===== config.mk =====
export PLATFORM = sky130hd
export DESIGN_NAME = degu_soc_tangnano9k
export DESIGN_NICKNAME = d
export VERILOG_FILES = /design/src/rtl/degu_pkg.sv /design/src/rtl/degu_bus_if.sv /design/src/rtl/degu_uart.sv /design/src/rtl/degu_uart_bridge.sv /design/src/rtl/degu_gpio.sv /design/src/rtl/degu_mem.sv /design/src/rtl/degu_soc_top.sv /design/src/rtl/degu_soc_tangnano9k.sv
export SDC_FILE = /design/constraint.sdc
export NUM_CORES = 1
export LEC_CHECK = 0
export BUFFER_PORTS_ARGS = -buffer_cell sky130_fd_sc_hd__buf_2
export CAP_MARGIN = 5
export CORE_MARGIN = 3
export CORE_UTILIZATION = 25
export DETAILED_ROUTE_END_ITERATION = 10
export GPL_TIMING_DRIVEN = 0
export HOLD_SLACK_MARGIN = 0.1
export PLACE_DENSITY = 0.34
export RECOVER_POWER = 100
export SYNTH_ARGS = -nofsm -noshare
export SYNTH_HDL_FRONTEND = slang
export SYNTH_SLANG_ARGS = --single-unit

===== constraint.sdc =====
create_clock -name XTAL_IN -period 3.3 [get_ports XTAL_IN]
set_clock_uncertainty 0.1 [all_clocks]
set_input_delay 0.66 -clock XTAL_IN [delete_from_list [all_inputs] [get_ports XTAL_IN]]
set_output_delay 0.66 -clock XTAL_IN [all_outputs]
set_load 0.02 [all_outputs]

===== src/rtl/degu_pkg.sv =====
package degu_pkg;

    ////////////////////
    // Bus widths
    ////////////////////

    localparam int unsigned ADW = 8;
    localparam int unsigned DW  = 8;

    ////////////////////
    // Host protocol
    ////////////////////

    // Frame start bytes
    localparam logic [DW-1:0] CMD_WRITE = 8'h57;
    localparam logic [DW-1:0] CMD_READ  = 8'h52;

    // Reply after a completed write
    localparam logic [DW-1:0] RSP_ACK   = 8'h4B;

    ////////////////////
    // Address map
    ////////////////////

    // Memory occupies everything below this
    localparam logic [ADW-1:0] MEM_TOP    = 8'h40;

    // GPIO registers
    localparam logic [ADW-1:0] ADR_GPIO_O = 8'h80;
    localparam logic [ADW-1:0] ADR_GPIO_E = 8'h81;
    localparam logic [ADW-1:0] ADR_GPIO_I = 8'h82;

endpackage: degu_pkg


===== src/rtl/degu_bus_if.sv =====
interface degu_bus_if
    import degu_pkg::*;
();

    // Request side
    logic           req;
    logic           wen;
    logic [ADW-1:0] adr;
    logic [DW-1:0]  wdt;

    // Response side, one cycle after req
    logic [DW-1:0]  rdt;
    logic           ack;

    // UART bridge
    modport master (
        output req, wen, adr, wdt,
        input  rdt, ack
    );

    // Decode and peripherals
    modport slave (
        input  req, wen, adr, wdt,
        output rdt, ack
    );

endinterface: degu_bus_if


===== src/rtl/degu_uart.sv =====
module degu_uart
    import degu_pkg::*;
#(
    parameter int unsigned BAUD_DIV = 234
)(
    input  logic          clk,
    input  logic          rst,
    // Serial lines
    output logic          txd,
    input  logic          rxd,
    // Receive strobe
    output logic          rx_vld,
    output logic [DW-1:0] rx_dat,
    // Transmit strobe
    input  logic          tx_vld,
    input  logic [DW-1:0] tx_dat,
    output logic          tx_bsy
);

    localparam int unsigned CW = $clog2(BAUD_DIV);

    // Receiver
    logic          rxd_m;
    logic          rxd_s;
    logic          rx_act;
    logic [CW-1:0] rx_cnt;
    logic [3:0]    rx_bit;
    logic [DW-1:0] rx_sft;

    // Transmitter
    logic          tx_act;
    logic [CW-1:0] tx_cnt;
    logic [3:0]    tx_bit;
    logic [DW:0]   tx_sft;

    ////////////////////
    // Receiver
    ////////////////////

    // Line idles high
    always_ff @(posedge clk) begin
        if (rst) begin
            rxd_m <= 1'b1;
            rxd_s <= 1'b1;
        end else begin
            rxd_m <= rxd;
            rxd_s <= rxd_m;
        end
    end

    // Bit 0 is start, 1..8 data, 9 stop
    always_ff @(posedge clk) begin
        if (rst) begin
            rx_act <= 1'b0;
            rx_cnt <= '0;
            rx_bit <= '0;
            rx_vld <= 1'b0;
        end else begin
            rx_vld <= 1'b0;
            if (!rx_act) begin
                // Falling edge, wait half a bit to the middle
                if (!rxd_s) begin
                    rx_act <= 1'b1;
                    rx_cnt <= CW'(BAUD_DIV/2 - 1);
                    rx_bit <= '0;
                end
            end else if (rx_cnt != '0) begin
                rx_cnt <= rx_cnt - 1'b1;
            end else begin
                rx_cnt <= CW'(BAUD_DIV - 1);
                rx_bit <= rx_bit + 1'b1;
                if (rx_bit == 4'd0) begin
                    // Glitch, not a real start bit
                    if (rxd_s) begin
                        rx_act <= 1'b0;
                    end
                end else if (rx_bit == 4'd9) begin
                    rx_act <= 1'b0;
                    // Bad stop bit drops the frame
                    rx_vld <= rxd_s;
                end
            end
        end
    end

    // LSB first
    always_ff @(posedge clk) begin
        if (rx_act && rx_cnt == '0) begin
            if (rx_bit >= 4'd1 && rx_bit <= 4'd8) begin
                rx_sft <= {rxd_s, rx_sft[DW-1:1]};
            end
            if (rx_bit == 4'd9) begin
                rx_dat <= rx_sft;
            end
        end
    end

    ////////////////////
    // Transmitter
    ////////////////////

    always_ff @(posedge clk) begin
        if (rst) begin
            tx_act <= 1'b0;
            tx_cnt <= '0;
            tx_bit <= '0;
            txd    <= 1'b1;
        end else if (!tx_act) begin
            if (tx_vld) begin
                // Start bit goes out now
                tx_act <= 1'b1;
                tx_cnt <= CW'(BAUD_DIV - 1);
                tx_bit <= '0;
                txd    <= 1'b0;
            end
        end else if (tx_cnt != '0) begin
            tx_cnt <= tx_cnt - 1'b1;
        end else if (tx_bit == 4'd9) begin
            // Stop bit done
            tx_act <= 1'b0;
        end else begin
            tx_cnt <= CW'(BAUD_DIV - 1);
            tx_bit <= tx_bit + 1'b1;
            txd    <= tx_sft[0];
        end
    end

    // Data with stop bit on top, ones fill behind
    always_ff @(posedge clk) begin
        if (!tx_act && tx_vld) begin
            tx_sft <= {1'b1, tx_dat};
        end else if (tx_act && tx_cnt == '0) begin
            tx_sft <= {1'b1, tx_sft[DW:1]};
        end
    end

    assign tx_bsy = tx_act;

endmodule: degu_uart


===== src/rtl/degu_uart_bridge.sv =====
module degu_uart_bridge
    import degu_pkg::*;
(
    input  logic          clk,
    input  logic          rst,
    // From UART receiver
    input  logic          rx_vld,
    input  logic [DW-1:0] rx_dat,
    // To UART transmitter
    output logic          tx_vld,
    output logic [DW-1:0] tx_dat,
    input  logic          tx_bsy,
    // Bus master
    degu_bus_if.master    bus
);

    typedef enum logic [2:0] {
        ST_IDLE,
        ST_ADR,
        ST_DAT,
        ST_ACK,
        ST_RSP
    } state_t;

    state_t         state;
    logic           wen_r;
    logic [ADW-1:0] adr_r;
    logic [DW-1:0]  wdt_r;
    logic [DW-1:0]  rsp_r;

    ////////////////////
    // Frame FSM
    ////////////////////

    always_ff @(posedge clk) begin
        if (rst) begin
            state   <= ST_IDLE;
            wen_r   <= 1'b0;
            bus.req <= 1'b0;
        end else begin
            // Request is a single pulse
            bus.req <= 1'b0;
            case (state)
                ST_IDLE: begin
                    // Anything else is dropped
                    if (rx_vld && rx_dat == CMD_WRITE) begin
                        wen_r <= 1'b1;
                        state <= ST_ADR;
                    end else if (rx_vld && rx_dat == CMD_READ) begin
                        wen_r <= 1'b0;
                        state <= ST_ADR;
                    end
                end
                ST_ADR: begin
                    if (rx_vld) begin
                        // Read frames end here
                        if (wen_r) begin
                            state <= ST_DAT;
                        end else begin
                            bus.req <= 1'b1;
                            state   <= ST_ACK;
                        end
                    end
                end
                ST_DAT: begin
                    if (rx_vld) begin
                        bus.req <= 1'b1;
                        state   <= ST_ACK;
                    end
                end
                ST_ACK: begin
                    if (bus.ack) begin
                        state <= ST_RSP;
                    end
                end
                ST_RSP: begin
                    // Hold reply until transmitter frees up
                    if (tx_vld) begin
                        state <= ST_IDLE;
                    end
                end
                default: begin
                    state <= ST_IDLE;
                end
            endcase
        end
    end

    // Frame fields and reply byte
    always_ff @(posedge clk) begin
        if (state == ST_ADR && rx_vld) begin
            adr_r <= rx_dat;
        end
        if (state == ST_DAT && rx_vld) begin
            wdt_r <= rx_dat;
        end
        if (state == ST_ACK && bus.ack) begin
            rsp_r <= wen_r ? RSP_ACK : bus.rdt;
        end
    end

    assign bus.wen = wen_r;
    assign bus.adr = adr_r;
    assign bus.wdt = wdt_r;

    assign tx_vld = (state == ST_RSP) && !tx_bsy;
    assign tx_dat = rsp_r;

endmodule: degu_uart_bridge


===== src/rtl/degu_gpio.sv =====
module degu_gpio
    import degu_pkg::*;
#(
    parameter int unsigned GDW = 6
)(
    input  logic           clk,
    input  logic           rst,
    // Register access
    input  logic           sel,
    input  logic           wen,
    input  logic [1:0]     adr,
    input  logic [DW-1:0]  wdt,
    output logic [DW-1:0]  rdt,
    // Pins
    output logic [GDW-1:0] gpio_o,
    output logic [GDW-1:0] gpio_e,
    input  logic [GDW-1:0] gpio_i
);

    logic [GDW-1:0] gpio_m;
    logic [GDW-1:0] gpio_s;

    // Pins are asynchronous to clk
    always_ff @(posedge clk) begin
        gpio_m <= gpio_i;
        gpio_s <= gpio_m;
    end

    // Output and enable, input register is read only
    always_ff @(posedge clk) begin
        if (rst) begin
            gpio_o <= '0;
            gpio_e <= '0;
        end else if (sel && wen) begin
            if (adr == ADR_GPIO_O[1:0]) begin
                gpio_o <= wdt[GDW-1:0];
            end
            if (adr == ADR_GPIO_E[1:0]) begin
                gpio_e <= wdt[GDW-1:0];
            end
        end
    end

    // Registered read, upper bits zero
    always_ff @(posedge clk) begin
        if (sel && !wen) begin
            case (adr)
                ADR_GPIO_O[1:0]: rdt <= DW'(gpio_o);
                ADR_GPIO_E[1:0]: rdt <= DW'(gpio_e);
                ADR_GPIO_I[1:0]: rdt <= DW'(gpio_s);
                default:         rdt <= '0;
            endcase
        end
    end

endmodule: degu_gpio


===== src/rtl/degu_mem.sv =====
module degu_mem
    import degu_pkg::*;
#(
    parameter int unsigned MEM_SIZ = 64
)(
    input  logic                       clk,
    input  logic                       sel,
    input  logic                       wen,
    input  logic [$clog2(MEM_SIZ)-1:0] adr,
    input  logic [DW-1:0]              wdt,
    output logic [DW-1:0]              rdt
);

    // Byte array
    logic [DW-1:0] mem [MEM_SIZ];

    // Write
    always_ff @(posedge clk) begin
        if (sel && wen) begin
            mem[adr] <= wdt;
        end
    end

    // Read data one cycle after select
    always_ff @(posedge clk) begin
        if (sel && !wen) begin
            rdt <= mem[adr];
        end
    end

endmodule: degu_mem


===== src/rtl/degu_soc_top.sv =====
module degu_soc_top
    import degu_pkg::*;
#(
    parameter int unsigned GDW      = 6,
    parameter int unsigned MEM_SIZ  = 64,
    parameter int unsigned BAUD_DIV = 234
)(
    input  logic           clk,
    input  logic           rst,
    // GPIO
    output logic [GDW-1:0] gpio_o,
    output logic [GDW-1:0] gpio_e,
    input  logic [GDW-1:0] gpio_i,
    // UART
    output logic           uart_txd,
    input  logic           uart_rxd
);

    localparam int unsigned MAW = $clog2(MEM_SIZ);

    // UART strobes
    logic          rx_vld;
    logic [DW-1:0] rx_dat;
    logic          tx_vld;
    logic [DW-1:0] tx_dat;
    logic          tx_bsy;

    // Decode
    logic          mem_hit;
    logic          gpio_hit;
    logic          mem_rsel;
    logic          gpio_rsel;
    logic          ack_r;
    logic [DW-1:0] mem_rdt;
    logic [DW-1:0] gpio_rdt;

    degu_bus_if bus ();

    ////////////////////
    // Host side
    ////////////////////

    degu_uart #(
        .BAUD_DIV (BAUD_DIV)
    ) uart (
        .clk    (clk),
        .rst    (rst),
        .txd    (uart_txd),
        .rxd    (uart_rxd),
        .rx_vld (rx_vld),
        .rx_dat (rx_dat),
        .tx_vld (tx_vld),
        .tx_dat (tx_dat),
        .tx_bsy (tx_bsy)
    );

    degu_uart_bridge bridge (
        .clk    (clk),
        .rst    (rst),
        .rx_vld (rx_vld),
        .rx_dat (rx_dat),
        .tx_vld (tx_vld),
        .tx_dat (tx_dat),
        .tx_bsy (tx_bsy),
        .bus    (bus)
    );

    ////////////////////
    // Address decode
    ////////////////////

    // 0x83 is left unmapped
    assign mem_hit  = bus.adr < MEM_TOP;
    assign gpio_hit = (bus.adr[ADW-1:2] == ADR_GPIO_O[ADW-1:2]) && (bus.adr[1:0] != 2'd3);

    // Every access acked a cycle later, unmapped ones too
    always_ff @(posedge clk) begin
        if (rst) begin
            ack_r     <= 1'b0;
            mem_rsel  <= 1'b0;
            gpio_rsel <= 1'b0;
        end else begin
            ack_r     <= bus.req;
            mem_rsel  <= bus.req && mem_hit;
            gpio_rsel <= bus.req && gpio_hit;
        end
    end

    assign bus.ack = ack_r;

    // Unmapped reads give zero
    assign bus.rdt = mem_rsel  ? mem_rdt  :
                     gpio_rsel ? gpio_rdt : '0;

    ////////////////////
    // Peripherals
    ////////////////////

    degu_mem #(
        .MEM_SIZ (MEM_SIZ)
    ) mem (
        .clk (clk),
        .sel (bus.req && mem_hit),
        .wen (bus.wen),
        .adr (bus.adr[MAW-1:0]),
        .wdt (bus.wdt),
        .rdt (mem_rdt)
    );

    degu_gpio #(
        .GDW (GDW)
    ) gpio (
        .clk    (clk),
        .rst    (rst),
        .sel    (bus.req && gpio_hit),
        .wen    (bus.wen),
        .adr    (bus.adr[1:0]),
        .wdt    (bus.wdt),
        .rdt    (gpio_rdt),
        .gpio_o (gpio_o),
        .gpio_e (gpio_e),
        .gpio_i (gpio_i)
    );

endmodule: degu_soc_top


===== src/rtl/degu_soc_tangnano9k.sv =====
module degu_soc_tangnano9k #(
    parameter int unsigned MEM_SIZ  = 64,
    // 27MHz crystal, 115200 baud
    parameter int unsigned BAUD_DIV = 234
)(
    // Crystal
    input  logic       XTAL_IN,
    // Buttons, S[1] is reset
    input  logic [2:1] S,
    // LEDs
    output logic [6:1] LED,
    // UART
    output logic       FPGA_TX,
    input  logic       FPGA_RX
);

    localparam int unsigned GDW = $bits(LED);

    logic           clk;
    logic           rst_m;
    logic           rst;
    logic [GDW-1:0] gpio_o;
    logic [GDW-1:0] gpio_e;

    // No PLL, crystal runs the design
    assign clk = XTAL_IN;

    ////////////////////
    // Reset sync
    ////////////////////

    always_ff @(posedge clk) begin
        rst_m <= S[1];
        rst   <= rst_m;
    end

    ////////////////////
    // SoC
    ////////////////////

    // LED lit only where enabled and set
    assign LED = gpio_o & gpio_e;

    degu_soc_top #(
        .GDW      (GDW),
        .MEM_SIZ  (MEM_SIZ),
        .BAUD_DIV (BAUD_DIV)
    ) soc (
        .clk      (clk),
        .rst      (rst),
        .gpio_o   (gpio_o),
        .gpio_e   (gpio_e),
        // Pin state read back
        .gpio_i   (LED),
        .uart_txd (FPGA_TX),
        .uart_rxd (FPGA_RX)
    );

endmodule: degu_soc_tangnano9k


==> results.md, run 1 <==
Power:
- The analysis attributes to net switching a power of around 3.5 mW.
- The share of total power dissipated in sequential elements is 0.515.
- The internal power of the cells totals 13.4 mW.
- Of the total power, combinational logic draws 0.006.
- The reported leakage power is 9.44 nW.
- The post-route total power is ~17 mW.
- The fraction of power spent switching nets is 0.206.
- Of the total power, the clock network draws 0.480.
- The highest ir drop seen on vdd is between 200 and 300 µV.
- In this run the power density over the cells is between 500 and 600 nW/µm².

Floorplan:
- Measured along the y axis, the die boundary spans about 320 µm.
- The overall die area is around 100,000 µm².
- The placeable core area is slightly below 100,000 µm².
- The row count is ~110.
- The number of primary I/O pins is 11.
- For this configuration, the core starts out at a cell density of 0.254.
- The floorplan step set the die width to 321 µm.

Synthesis:
- The simple-gate portion of the synthesized area is 0.0487.
- After synthesis the netlist holds a flip-flop and latch count of approximately 640.
- The net count after synthesis is between 1,000 and 1,500.
- The post-synthesis xor/xnor area fraction is 0.00248.
- In the post-synthesis netlist, the cell with the most instances is sky130_fd_sc_hd__edfxtp_1.
- After synthesis, the largest family of logic cells by area is multiplexers.
- The cell count after synthesis is 1,295.
- A synthesized cell averages between 15 and 20 µm².
- The fraction of registers with async set or reset after synthesis is 0.
- The commonest cells after synthesis are sky130_fd_sc_hd__edfxtp_1, sky130_fd_sc_hd__mux4_2, sky130_fd_sc_hd__nor2_1.
- Of the total synthesized cell area, the portion taken by full adders, half adders and majority gates is 0.00505.
- Sorting the synthesized cells by area gives the leading types as sky130_fd_sc_hd__edfxtp_1, sky130_fd_sc_hd__mux4_2, sky130_fd_sc_hd__dfxtp_1.
- The number of distinct standard cells referenced by the synthesized netlist is around 60.
- In this run the cell area of the synthesized design comes to roughly 25,000 µm².
- In this run, synthesis inferred between 500 and 600 flip-flops with an integrated enable.
- The complex-gate fraction of the synthesized area came to 0.0265.
- The multiplexer share of the synthesized area is 0.153.
- The total of warnings raised by yosys is 0.
- The proportion of synthesized chip area in sequential cells is 0.748.
- The largest total area in the synthesized netlist belongs to sky130_fd_sc_hd__edfxtp_1.
- For this run, the leading register cell type out of synthesis is sky130_fd_sc_hd__edfxtp_1.
- Of the post-synthesis cell area, the dominant cell type holds 0.696.

Critical path:
- The largest fanout on the critical path is 10.
- STA classifies the critical path startpoint as a flip-flop.
- The worst setup path category is reg -> reg.
- For the worst setup path, the data arrival time is 3.50 ns.
- For the worst setup path, the data required time is approximately 3.5 ns.
- The worst setup path is captured at a flip-flop.

Clocking:
- TritonCTS built the clock tree.
- The root buffer cell is sky130_fd_sc_hd__clkbuf_16.
- The CTS H-tree depth is 3.
- The total clock sinks is around 640.
- The later pin in the worst-skew pair is clocked with a latency of 0.62 ns.
- TritonCTS created 76 clock buffers.
- The clock transition time at the flip-flop clock pins of the worst setup and hold paths is approximately 0.060 ns.
- No sink is reached through more buffers than the 3 on the longest clock path.

Timing:
- The share of the cycle needed by the critical path after routing is 0.992.
- For the pin with the worst max-slew slack, the measured transition is 1.39 ns.
- The max-slew violation count is 0.
- The final number of hold-violating endpoints is 0.
- The worst hold margin is roughly 0.23 ns.
- The worst relative slew slack is 0.0759.
- Setup repair after global routing could not meet its margin everywhere.
- For the finished layout, the period the worst path requires is 3.27 ns.
- The timing-limited maximum frequency is about 310 MHz.
- The count of endpoints failing setup in the final report is 0.

Cells and area:
- The antenna diode count is 0.
- The number of fill cells is about 9,500.
- The finished cells cover around 30,000 µm².
- Registers take approximately 19,000 µm².
- The area overhead of the layout relative to synthesis is 21.5%.
- At the end of the flow, the number of nets in the layout was between 1,000 and 1,500.
- For this run, the share of the core covered by cells in the final layout is 0.309.
- The fraction of layout instances using a drive strength above 1 is 0.285.
- The area of the multi-input gates is roughly 6400 µm².
- After the flow finishes, the layout carries non-filler instances totaling approximately 2,800.

GRT:
- The final global-route overflow total is 0.
- The via count of the first global-routing pass is around 13,000.
- Entering global routing, the biggest net connects 31 pins.
- The wire length of the first global-routing pass is 106,000 µm.
- The global routing usage summed across all routing layers is 0.148.
- The initial antenna violation count is 1.

Run:
- Across the run, the number of max-cap violations was 0.

Detailed routing:
- The post-detailed-route wirelength per cell is between 20 and 30 µm.
- The DRC violation total after the first TritonRoute iteration is about 900.
- Before antenna repair, the detailed router went through 5 iterations.
- Once detail routing completed, the nets flagged for antenna violations numbered 0.
- The DRC violation count after routing is 0.
- In the routed layout, each cell is associated on average with a via count of between 4 and 5.
- The total wirelength of the detailed-routed design is around 75,000 µm.
- The count of vias placed by the detailed router is between 10,000 and 15,000.

Placed design:
- Including well taps, the total number of placed cells is around 2,600.
- The quantity of I/O buffers inserted on ports is 9.
- The placed instance area is around 27,000 µm².
- Routability-driven placement finished with a final weighted congestion of 0.758.
- The wire-length estimate of the detail-placed layout is 49,100 µm.

Min path:
- The path class of the tightest hold or removal check is reg -> reg.

Status:
- The run finished with clean final reports.
-- power by group through the flow --
stage | combinational (mW) | clock [mW] | sequential [mW]
after floorplan | 0.0714 | 0 | 8.86
after global placement | 0.0975 | 0 | 8.87
after CTS | 0.0995 | 8.37 | 8.70
after global routing | 0.111 | 8.69 | 8.70
final | 0.0965 | 8.10 | 8.70
after detailed placement | 0.0969 | 0 | 8.87
-- worst max-delay path: stages, from the launching register on --
cell and delay [ns]:
sky130_fd_sc_hd__edfxtp_1 0.39, sky130_fd_sc_hd__buf_6 0.19, sky130_fd_sc_hd__buf_6 0.21, sky130_fd_sc_hd__buf_4 0.36, sky130_fd_sc_hd__mux4_2 0.60, sky130_fd_sc_hd__mux2i_2 0.43, sky130_fd_sc_hd__o22ai_1 0.13, sky130_fd_sc_hd__or4_1 0.53
-- layout by cell type (no fill, tap or decap), types with 4 or more instances in the layout --
master                       netlist  final
sky130_fd_sc_hd__nand2b_1          9      9
sky130_fd_sc_hd__or3_1             4      4
sky130_fd_sc_hd__clkbuf_2          0     18
sky130_fd_sc_hd__xor2_1            4      4
sky130_fd_sc_hd__mux4_2          129    129
sky130_fd_sc_hd__a211oi_1          4      4
sky130_fd_sc_hd__buf_12            0     13
sky130_fd_sc_hd__nor4b_1           4      4
sky130_fd_sc_hd__dfxtp_1          64     64
sky130_fd_sc_hd__a311oi_1          5      5
sky130_fd_sc_hd__inv_1            11     11
sky130_fd_sc_hd__clkinvlp_4        0      5
sky130_fd_sc_hd__clkinv_2          0     11
sky130_fd_sc_hd__nand3_1          12     10
sky130_fd_sc_hd__and2_0            0      8
sky130_fd_sc_hd__nor3_1           16     16
sky130_fd_sc_hd__clkbuf_1         36     64
sky130_fd_sc_hd__nand2_4           0      4
sky130_fd_sc_hd__nand3b_1          6      6
sky130_fd_sc_hd__o22ai_1          26     26
sky130_fd_sc_hd__clkbuf_16         0     79
sky130_fd_sc_hd__mux2i_1          77     68
sky130_fd_sc_hd__edfxtp_1        574    574
sky130_fd_sc_hd__o21ai_0           9      9
sky130_fd_sc_hd__buf_6             8     10
sky130_fd_sc_hd__buf_2            18      6
sky130_fd_sc_hd__mux2_2            9      9
sky130_fd_sc_hd__ha_1             10     10
sky130_fd_sc_hd__nor2_4            0     63
sky130_fd_sc_hd__clkinv_1          1     19
sky130_fd_sc_hd__buf_4             5     41
sky130_fd_sc_hd__nor2_1          114     50
sky130_fd_sc_hd__a21oi_1          25     25
sky130_fd_sc_hd__or4_1             6      5
sky130_fd_sc_hd__nor2b_1          12     11
sky130_fd_sc_hd__nand2_1          28     22
sky130_fd_sc_hd__mux2i_2           0      8
-- area by class of cell --
type / instances / share of cell area
multi-input combinational: 574 / 0.214
timing repair buffer: 72 / 0.0215
inverter: 12 / 0.00150
tap: 1276 / 0.0531
sequential: 638 / 0.616
clock buffer: 101 / 0.0695
buffer: 71 / 0.0150
clock inverter: 40 / 0.0102
-- through the flow --
step	setup slack [ns]	TNS, ns
finish	0.0274	0
global route	-0.0116	-0.0116
CTS	-0.144	-5.81
detailed placement	-1.39	-481.88
global placement	-1.40	-488.97
floorplan	0.721	0
-- timing repair --
item	4_1_cts	5_1_grt
setup endpoints to repair	520	78
pin swaps	19	1
hold buffers	2	0
setup buffers	40	1
endpoints found under the hold margin	2	0
gates resized for setup	185	22
-- final timing paths --
check                                                     start                         end  slack, ns  depth (start not counted)
worst min register to register       soc.gpio.gpio_m[3]$_DFF_P_  soc.gpio.gpio_s[3]$_DFF_P_       0.23                          0
worst max register to register  soc.bridge.bus.adr[0]$_DFFE_PP_    soc.mem.rdt[3]$_DFFE_PP_       0.03                          7
worst min-delay path                 soc.gpio.gpio_m[3]$_DFF_P_  soc.gpio.gpio_s[3]$_DFF_P_       0.23                          0
worst max-delay path            soc.bridge.bus.adr[0]$_DFFE_PP_    soc.mem.rdt[3]$_DFFE_PP_       0.03                          7
-- registers in the layout, summed over array words and instances (netlist names), 8 cells and up --
register / flops
soc.uart.rx_dat: 8
soc.bridge.bus.wdt: 8
soc.uart.tx_sft: 8
soc.bridge.bus.adr: 8
soc.mem.rdt: 8
soc.mem.mem: 512
soc.bridge.tx_dat: 8
soc.uart.tx_cnt: 8
soc.uart.rx_sft: 8
soc.uart.rx_cnt: 8
-- kinds of logic (layout without fill, tap and decap cells) --
kind of cell	count (synthesis)	count (layout)
and+or+nand+nor	245	245
AOI/OAI and AO/OA	97	97
DFF	638	638
xor gates and xnor gates	7	7
adders and majority gates	10	10
buffers and inverters	83	296
muxes	215	215
-- layer usage --
| metal | global-route usage | vias up | wire length (µm) |
|---|---|---|---|
| li1 | - | 5543 | - |
| met1 | 0.198 | 6943 | 33700 |
| met2 | 0.242 | 266 | 36300 |
| met3 | 0.0300 | 95 | 3400 |
| met4 | 0.0461 | 0 | 1860 |
| met5 | 0 | - | 0 |
No activity file was read; power rests on OpenSTA's default activity.
==> run 2, diff against run 1 <==
--- a/config.mk
+++ b/config.mk
@@ -14,6 +14,7 @@
 export HOLD_SLACK_MARGIN = 0.1
 export PLACE_DENSITY = 0.34
 export RECOVER_POWER = 100
+export SETUP_SLACK_MARGIN = 0.1
 export SYNTH_ARGS = -nofsm -noshare
 export SYNTH_HDL_FRONTEND = slang
 export SYNTH_SLANG_ARGS = --single-unit
==> run 2 against run 1 <==
Net effect:
- clock-buffer cell count did not move
- critical path depth did not move
- design area rose by 1.0%
- maximum frequency rose by 2.2%
- flip-flop and latch count did not move
- register-to-register slack improved by 0.07 ns
- via count rose by 0.57%
- power barely moved
- first-iteration DRC count fell by 1.8%
- wire length rose by 0.35%
- critical path type unchanged
- largest cell class unchanged
- largest power group unchanged
- highest routed layer is now met5
==> results.md, run 2 (synthesis gave the netlist of run 1 again) <==
GRT:
- The met2 demand-to-capacity share in global routing was 0.242 (+0.000288).
- The global routing usage on met1 was 0.198 (+0.000212).
- The global routing usage summed across all routing layers is 0.148 (+0.000409).
- The via count of the first global-routing pass is 13,542 (+0.75%).
- The final global-route overflow total is 0 (unchanged).
- The layer flagged by global routing as most heavily used is met2.
- The met3 routing resource usage after global routing came to 0.0300 (+0.0000631).
- The pin count of the biggest net entering global routing is 31 (unchanged).
- The initial antenna violation count was 1 (unchanged).
- The wire length of the first global-routing pass was 106,000 µm (+0.37%).

Cells and area:
- The flip-flop count of the largest register, all copies and words added is 512 (unchanged).
- In the layout the commonest cells are sky130_fd_sc_hd__edfxtp_1, sky130_fd_sc_hd__mux4_2, sky130_fd_sc_hd__clkbuf_16.
- Compared with the post-synthesis result, the final layout area differs by 22.7%.
- The fraction of layout instances using a drive strength above 1 was 0.304 (+0.0184).
- The most common library cell in the layout ignoring fill and taps is sky130_fd_sc_hd__edfxtp_1.
- The net total in the final layout came to 1,473 (+0.96%).
- The final non-filler cell total is 2,798 (+0.50%).
- The register with the most flip-flops is soc.mem.mem.
- The antenna diode count came to 0 (unchanged).

Detailed routing:
- The DRC violation count after routing is 0 (unchanged).
- The total wirelength of the detailed-routed design came to 75,500 µm (+0.35%).
- The DRC violation total after the first TritonRoute iteration is 885 (-1.8%).
- The count of vias placed by the detailed router is 12,920 (+0.57%).
- The post-detailed-route wirelength per cell is 27.0 µm (-0.15%).
- The iteration count of the initial detailed-routing pass came to 5 (unchanged).
- The number of nets with antenna violations after detailed routing came to 0 (unchanged).
- The mean number of vias per cell is 4.62 (about the same).

Critical path:
- The largest fanout on the critical path is 10 (unchanged).
- The slack of the worst reg-to-reg path is 0.1 ns (+0.07 ns).
- STA classifies the critical path endpoint as a flip-flop.
- The worst setup path category is reg -> reg.
- The required time of the critical path came to 3.51 ns (about the same).
- The reg-to-reg critical path endpoint is soc.mem.rdt[0]$_DFFE_PP_.
- The endpoint arrival time on the critical path is 3.41 ns (-0.09 ns).
- STA classifies the critical path startpoint as a flip-flop.
- The worst reg2reg path depth is 7 (unchanged).
- The startpoint identified for the worst register-to-register timing path is soc.bridge.bus.adr[0]$_DFFE_PP_.

Timing:
- The worst hold margin was 0.227 ns (-0.00217 ns).
- Setup repair after global routing could not meet its margin everywhere.
- The post-layout minimum cycle time was 3.20 ns (-0.0717 ns).
- The share of the cycle needed by the critical path after routing is 0.970 (-0.0217).
- The max-slew violation count came to 0 (unchanged).
- The timing-limited maximum frequency is 312 MHz (+2.2%).
- The final number of hold-violating endpoints is 0 (unchanged).
- The count of endpoints failing setup in the final report was 0 (unchanged).
- The worst relative slew slack is 0.0418 (-0.0341).
- The slew at the pin closest to its max-slew limit came to 1.44 ns (+0.0512 ns).

Power:
- The power density over the cells is 556 nW/µm² (-1.0%).
- The post-route total power is 16.9 mW (about the same).
- The switching power is 3.47 mW (-0.28%).
- The highest ir drop seen on vdd is 287 µV (-1.1%).
- The cell-internal power came to 13.4 mW (unchanged).
- The fraction of power consumed by the clock network is 0.479 (about the same).
- The combinational group share of total power was 0.006 (about the same).
- The reported leakage power is 9.56 nW (+1.3%).
- The sequential cell fraction of total power is 0.515 (about the same).
- The fraction of power spent switching nets is 0.205 (-0.000451).

Min path:
- The class of the worst hold path is reg -> reg.
- For hold timing, the worst endpoint is soc.gpio.gpio_s[3]$_DFF_P_.
- The source of the worst hold timing path is soc.gpio.gpio_m[3]$_DFF_P_.
- The instance count along the most critical hold path came to 0 (unchanged).

Floorplan:
- The number of primary I/O pins is 11 (unchanged).
- The placeable core area is 97,400 µm² (unchanged).
- The die span in x is 321 µm (unchanged).
- The die boundary height came to 321 µm (unchanged).
- The row count is 114 (unchanged).
- The overall die area is 103,000 µm² (unchanged).
- The initial core utilization is 0.254 (unchanged).

Placed design:
- The half-perimeter wire length of the detailed placement result is 49,100 µm (unchanged).
- The routability-driven placement congestion ratio was 0.758 (unchanged).
- The quantity of I/O buffers inserted on ports is 9 (unchanged).
- The number of placed cells counting well taps is 2,600 (unchanged).

Clocking:
- The cell sitting at the root of the clock tree is a sky130_fd_sc_hd__clkbuf_16.
- The CTS H-tree depth is 3 (unchanged).
- The total clock sinks came to 638 (unchanged).
- The number of clock buffers inserted by TritonCTS came to 76 (unchanged).
- The clock tree buffer depth is 3 (unchanged).
- The insertion delay to the later sink of the worst-skew pair was 0.62 ns (about the same).
- The clock transition time at the flip-flop clock pins of the worst setup and hold paths is 0.05 ns (about the same).
- The clock tree from TritonCTS is yes.

Status:
- The flow ran to the end, and the final reports show no timing, DRC or antenna violations.

Run:
- The max-capacitance violation count is 0 (unchanged).
==> run 2: worst max-delay path by stage <==
stage,from,end,slack (ns)
floorplan,soc.bridge.bus.adr[2]$_DFFE_PP_,soc.mem.mem[15][0]$_DFFE_PP_,0.72
global placement,soc.bridge.bus.adr[1]$_DFFE_PP_,soc.mem.mem[31][0]$_DFFE_PP_,-1.40
detailed placement,soc.bridge.bus.adr[1]$_DFFE_PP_,soc.mem.mem[31][2]$_DFFE_PP_,-1.39
CTS,soc.bridge.bus.adr[2]$_DFFE_PP_,soc.mem.rdt[2]$_DFFE_PP_,-0.01
global route,soc.bridge.bus.adr[0]$_DFFE_PP_,soc.mem.mem[40][2]$_DFFE_PP_,-0.06
finish,soc.bridge.bus.adr[0]$_DFFE_PP_,soc.mem.rdt[0]$_DFFE_PP_,0.1
==> run 2: area by class of cell <==
| type | instances | area [µm²] |
|---|---|---|
| buffer | 71 | 478 |
| inverter | 12 | 45.0 |
| multi-input combinational | 574 | 6500 |
| fill | 9451 | 67000 |
| timing repair buffer | 86 | 846 |
| sequential | 638 | 18500 |
| tap | 1276 | 1600 |
| clock inverter | 40 | 305 |
| clock buffer | 101 | 2090 |
==> run 2: metal layers <==
| layer | share of wire | vias up |
|---|---|---|
| met5 | 0.00033 | - |
| met4 | 0.025 | 2 |
| met3 | 0.045 | 93 |
| met2 | 0.48 | 272 |
| met1 | 0.45 | 6977 |
| li1 | - | 5576 |
==> run 2: power groups by stage <==
stage	clock [mW]	combinational [mW]	sequential (mW)
after detailed placement	0	0.0969	8.87
final	8.09	0.0974	8.70
after global placement	0	0.0975	8.87
after CTS	8.37	0.0995	8.70
after floorplan	0	0.0714	8.86
after global routing	8.69	0.111	8.70
==> run 2: per-stage QoR <==
step / TNS [ns] / area, µm² / util / setup slack (ns)
2_1_floorplan: 0 / 24800 / - / 0.721
3_3_place_gp: -488.97 / 26400 / 0.271 / -1.40
3_5_place_dp: -481.88 / 26900 / 0.276 / -1.39
4_1_cts: -0.0138 / 30700 / 0.315 / -0.0138
5_1_grt: -1.49 / 30400 / 0.312 / -0.0616
6_report: 0 / 30400 / 0.312 / 0.0991
==> run 2: what timing repair did <==
item | in CTS | in global routing
resized for setup | 208 | 18
buffers inserted | 54 | 1
hold endpoints to repair | 2 | 0
endpoints found under the setup margin | 526 | 191
pin swaps | 29 | 1
hold buffers | 2 | 0
==> run 2: worst max-delay path: stages, from the launching register on <==
cell and delay, ns:
sky130_fd_sc_hd__edfxtp_1 0.39, sky130_fd_sc_hd__buf_6 0.20, sky130_fd_sc_hd__buf_6 0.22, sky130_fd_sc_hd__buf_6 0.27
sky130_fd_sc_hd__mux4_2 0.56, sky130_fd_sc_hd__mux2i_2 0.31, sky130_fd_sc_hd__o22ai_2 0.21, sky130_fd_sc_hd__or4_1 0.58
==> run 3, diff against run 2 <==
--- a/config.mk
+++ b/config.mk
@@ -10,7 +10,6 @@
 export CORE_MARGIN = 3
 export CORE_UTILIZATION = 25
 export DETAILED_ROUTE_END_ITERATION = 10
-export GPL_TIMING_DRIVEN = 0
 export HOLD_SLACK_MARGIN = 0.1
 export PLACE_DENSITY = 0.34
 export RECOVER_POWER = 100
==> run 3 against run 2 <==
Net effect:
- the flow now finishes with violations (max-capacitance violations, max-slew violations)
- clock-buffer cell count decreased by 4
- global-route usage decreased by 2.2 points
- clock power decreased by 2%
- sequential power about the same
- utilization decreased by 1.2 points
- critical path depth unchanged
- power decreased by 1.0%
- sequential share of layout area increased by 2.4 points
- wire length decreased by 15%
- flip-flop and latch count unchanged
- cell count decreased by 0.79%
- critical endpoint is now soc.mem.mem[33][2]$_DFFE_PP_
- largest cell class unchanged
- largest power group unchanged
==> results.md, run 3 (synthesis gave the netlist of run 1 again) <==
Min path:
- The path class of the tightest hold or removal check is reg -> reg.
- The instance count along the most critical hold path is 0 (unchanged).

Clocking:
- The count of instances resized after the clock tree is built is 0 (-100%).
- The number of post-CTS setup repair buffers is 0 (-100%).
- The root buffer cell is sky130_fd_sc_hd__clkbuf_16.
- The clock tree buffer depth is 3 (unchanged).
- The number of clock buffers inserted by TritonCTS is 76 (unchanged).
- The total clock sinks is 638 (unchanged).
- The insertion delay to the later sink of the worst-skew pair was 0.63 ns (about the same).
- The clock transition time at the flip-flop clock pins of the worst setup and hold paths was 0.05 ns (about the same).
- TritonCTS built the clock tree.
- The hold buffer count at CTS is 2 (unchanged).
- The CTS H-tree depth came to 3 (unchanged).

Critical path:
- The largest fanout on the critical path is 9 (-1).
- The worst setup path is captured at a flip-flop.
- The critical path goes through clkbuf_1 -> nor4_1 -> clkbuf_1 -> nand2_1 -> clkbuf_1 -> nor2_1 -> clkbuf_2.
- The required time of the critical path is 3.50 ns (about the same).
- The type of origin of the critical path is a flip-flop.
- The cell type with the highest occurrence count on the critical path is sky130_fd_sc_hd__clkbuf_1.
- The delay of the slowest cell on the worst path is 0.77 ns (+0.19 ns).
- The critical path is of the reg -> reg type.
- The cell with the largest stage delay on the worst path is sky130_fd_sc_hd__clkbuf_1.
- The endpoint arrival time on the critical path is 3.25 ns (-0.16 ns).
- The worst reg2reg path depth is 7 (unchanged).

Placed design:
- The half-perimeter wire length of the detailed placement result is 39,800 µm (-19%).
- The placed instance area came to 27,200 µm² (+0.98%).
- The quantity of I/O buffers inserted on ports is 9 (unchanged).
- The routability-driven placement congestion ratio is 0.706 (-7.0%).

Timing:
- The post-layout minimum cycle time was 3.05 ns (-0.152 ns).
- The slew at the pin closest to its max-slew limit is 1.97 ns (+0.537 ns).
- The worst relative slew slack is -0.318 (-0.360).
- The final total negative setup slack is 0 ns (unchanged).
- The share of the cycle needed by the critical path after routing came to 0.924 (-0.0460).
- Setup repair after global routing left no endpoint under its margin.
- The timing-limited maximum frequency is 328 MHz (+5.0%).
- The final number of hold-violating endpoints came to 0 (unchanged).
- The max-slew violation count is 374 (+374).
- The count of endpoints failing setup in the final report was 0 (unchanged).

Detailed routing:
- The post-detailed-route wirelength per cell is 23.2 µm (-14%).
- The total wirelength of the detailed-routed design came to 64,300 µm (-15%).
- The count of vias placed by the detailed router is 12,254 (-5.2%).
- The DRC violation total after the first TritonRoute iteration is 829 (-6.3%).
- The number of nets with antenna violations after detailed routing came to 0 (unchanged).
- The iteration count of the initial detailed-routing pass is 5 (unchanged).
- The mean number of vias per cell is 4.41 (-4.4%).
- The DRC violation count after routing came to 0 (unchanged).

GRT:
- The final global-route overflow total came to 0 (unchanged).
- The global routing usage summed across all routing layers is 0.126 (-0.0219).
- The wire length of the first global-routing pass is 93,700 µm (-12%).
- The pin count of the biggest net entering global routing is 67 (+120%).
- The initial antenna violation count is 1 (unchanged).
- The via count of the first global-routing pass is 12,937 (-4.5%).

Cells and area:
- The number of fill cells came to 9,619 (+1.8%).
- The top cell types in the final layout, fill and taps aside, are sky130_fd_sc_hd__edfxtp_1, sky130_fd_sc_hd__mux4_2, sky130_fd_sc_hd__nor2_1.
- The register with the most flip-flops is soc.mem.mem.
- The net total in the final layout is 1,461 (-0.81%).
- The antenna diode count was 0 (unchanged).
- The design area is 29,200 µm² (-3.8%).
- The most common library cell in the layout ignoring fill and taps is sky130_fd_sc_hd__edfxtp_1.
- The flip-flop count of the largest register, all copies and words added is 512 (unchanged).
- The fraction of layout instances using a drive strength above 1 is 0.229 (-0.0742).
- Compared with the post-synthesis result, the final layout area differs by 18.1%.

Power:
- The post-route total power is 16.7 mW (-1.0%).
- The cell-internal power was 13.4 mW (-0.17%).
- The fraction of power spent switching nets is 0.198 (-0.00700).
- The fraction of power consumed by the clock network is 0.474 (-0.005).
- The power density over the cells is 572 nW/µm² (+2.8%).
- The reported leakage power came to 9.35 nW (-2.2%).
- The switching power is 3.32 mW (-4.4%).
- The highest ir drop seen on vdd was 336 µV (+17%).
- The sequential cell fraction of total power is 0.521 (+0.006).
- The combinational group share of total power is 0.005 (about the same).

Floorplan:
- The number of primary I/O pins is 11 (unchanged).
- The die span in x came to 321 µm (unchanged).
- The placeable core area came to 97,400 µm² (unchanged).
- The overall die area is 103,000 µm² (unchanged).
- The initial core utilization was 0.254 (unchanged).
- The row count came to 114 (unchanged).
- The die boundary height is 321 µm (unchanged).

Status:
- The flow ran to the end, but the final reports show violations.
- The final reports fail on max-capacitance violations, max-slew violations.

Run:
- The max-capacitance violation count came to 6 (+6).
[run 3: cell count changes in the layout (fill, tap and decap cells not counted), moves of 5 or more]
cell	change
sky130_fd_sc_hd__nor2_1	+64
sky130_fd_sc_hd__nor2_4	-59
sky130_fd_sc_hd__clkbuf_2	+26
sky130_fd_sc_hd__mux2i_1	+17
sky130_fd_sc_hd__mux2i_2	-13
sky130_fd_sc_hd__buf_12	-12
sky130_fd_sc_hd__buf_6	-10
sky130_fd_sc_hd__nand2_1	+6
sky130_fd_sc_hd__buf_2	-5
sky130_fd_sc_hd__clkbuf_4	-5
sky130_fd_sc_hd__clkinv_1	-5
sky130_fd_sc_hd__nand2_4	-5
sky130_fd_sc_hd__nor2_2	-5
[run 3: through the flow]
stage	setup WS [ns]	hold slack [ns]	std cells	util
after detailed placement	0.278	0.213	2643	0.279
final	0.251	0.219	2776	0.300
after global routing	0.120	0.228	2776	0.300
after floorplan	0.721	0.210	1295	-
after global placement	0.316	0.217	2643	0.279
after CTS	0.268	0.220	2776	0.303
[run 3: path summary, 6_finish.rpt]
check	endpoint	start	slack [ns]
hold reg to reg	soc.gpio.gpio_s[4]$_DFF_P_	soc.gpio.gpio_m[4]$_DFF_P_	0.22
setup reg to reg	soc.mem.mem[33][2]$_DFFE_PP_	soc.bridge.bus.adr[2]$_DFFE_PP_	0.25
hold / removal	soc.gpio.gpio_s[4]$_DFF_P_	soc.gpio.gpio_m[4]$_DFF_P_	0.22
setup / recovery	soc.mem.mem[33][2]$_DFFE_PP_	soc.bridge.bus.adr[2]$_DFFE_PP_	0.25
[run 3: cell type report]
| class | count | area (µm²) | share of cell area |
|---|---|---|---|
| flip-flops and latches | 638 | 18500 | 0.634 |
| multi-input cells | 574 | 5820 | 0.199 |
| clock buffers | 97 | 2040 | 0.0699 |
| well taps | 1276 | 1600 | 0.0546 |
| repair buffers | 145 | 912 | 0.0312 |
| clock inverters | 34 | 289 | 0.00989 |
| inverters | 12 | 46.3 | 0.00158 |
[run 3: power groups by stage]
stage	Clock, mW	Combinational, mW	Sequential (mW)
4_1_cts	8.23	0.0791	8.71
5_1_grt	8.57	0.0888	8.71
6_report	7.92	0.0774	8.71
3_5_place_dp	0	0.0768	8.88
3_3_place_gp	0	0.0764	8.88
2_1_floorplan	0	0.0714	8.86
[run 3: routing by layer]
layer,GRT usage,part of all wire,vias to the layer above
li1,-,-,5525
met1,0.176,0.47,6452
met2,0.201,0.47,188
met3,0.0272,0.037,89
met4,0.0313,0.021,0
met5,0,0,-
[run 3: critical path, delay by kind of cell (launching register included)]
kind | cells | cell delay (ns)
AND/OR/NAND/NOR | 3 | 0.30
flip-flops | 1 | 0.36
buffers and inverters | 4 | 1.95
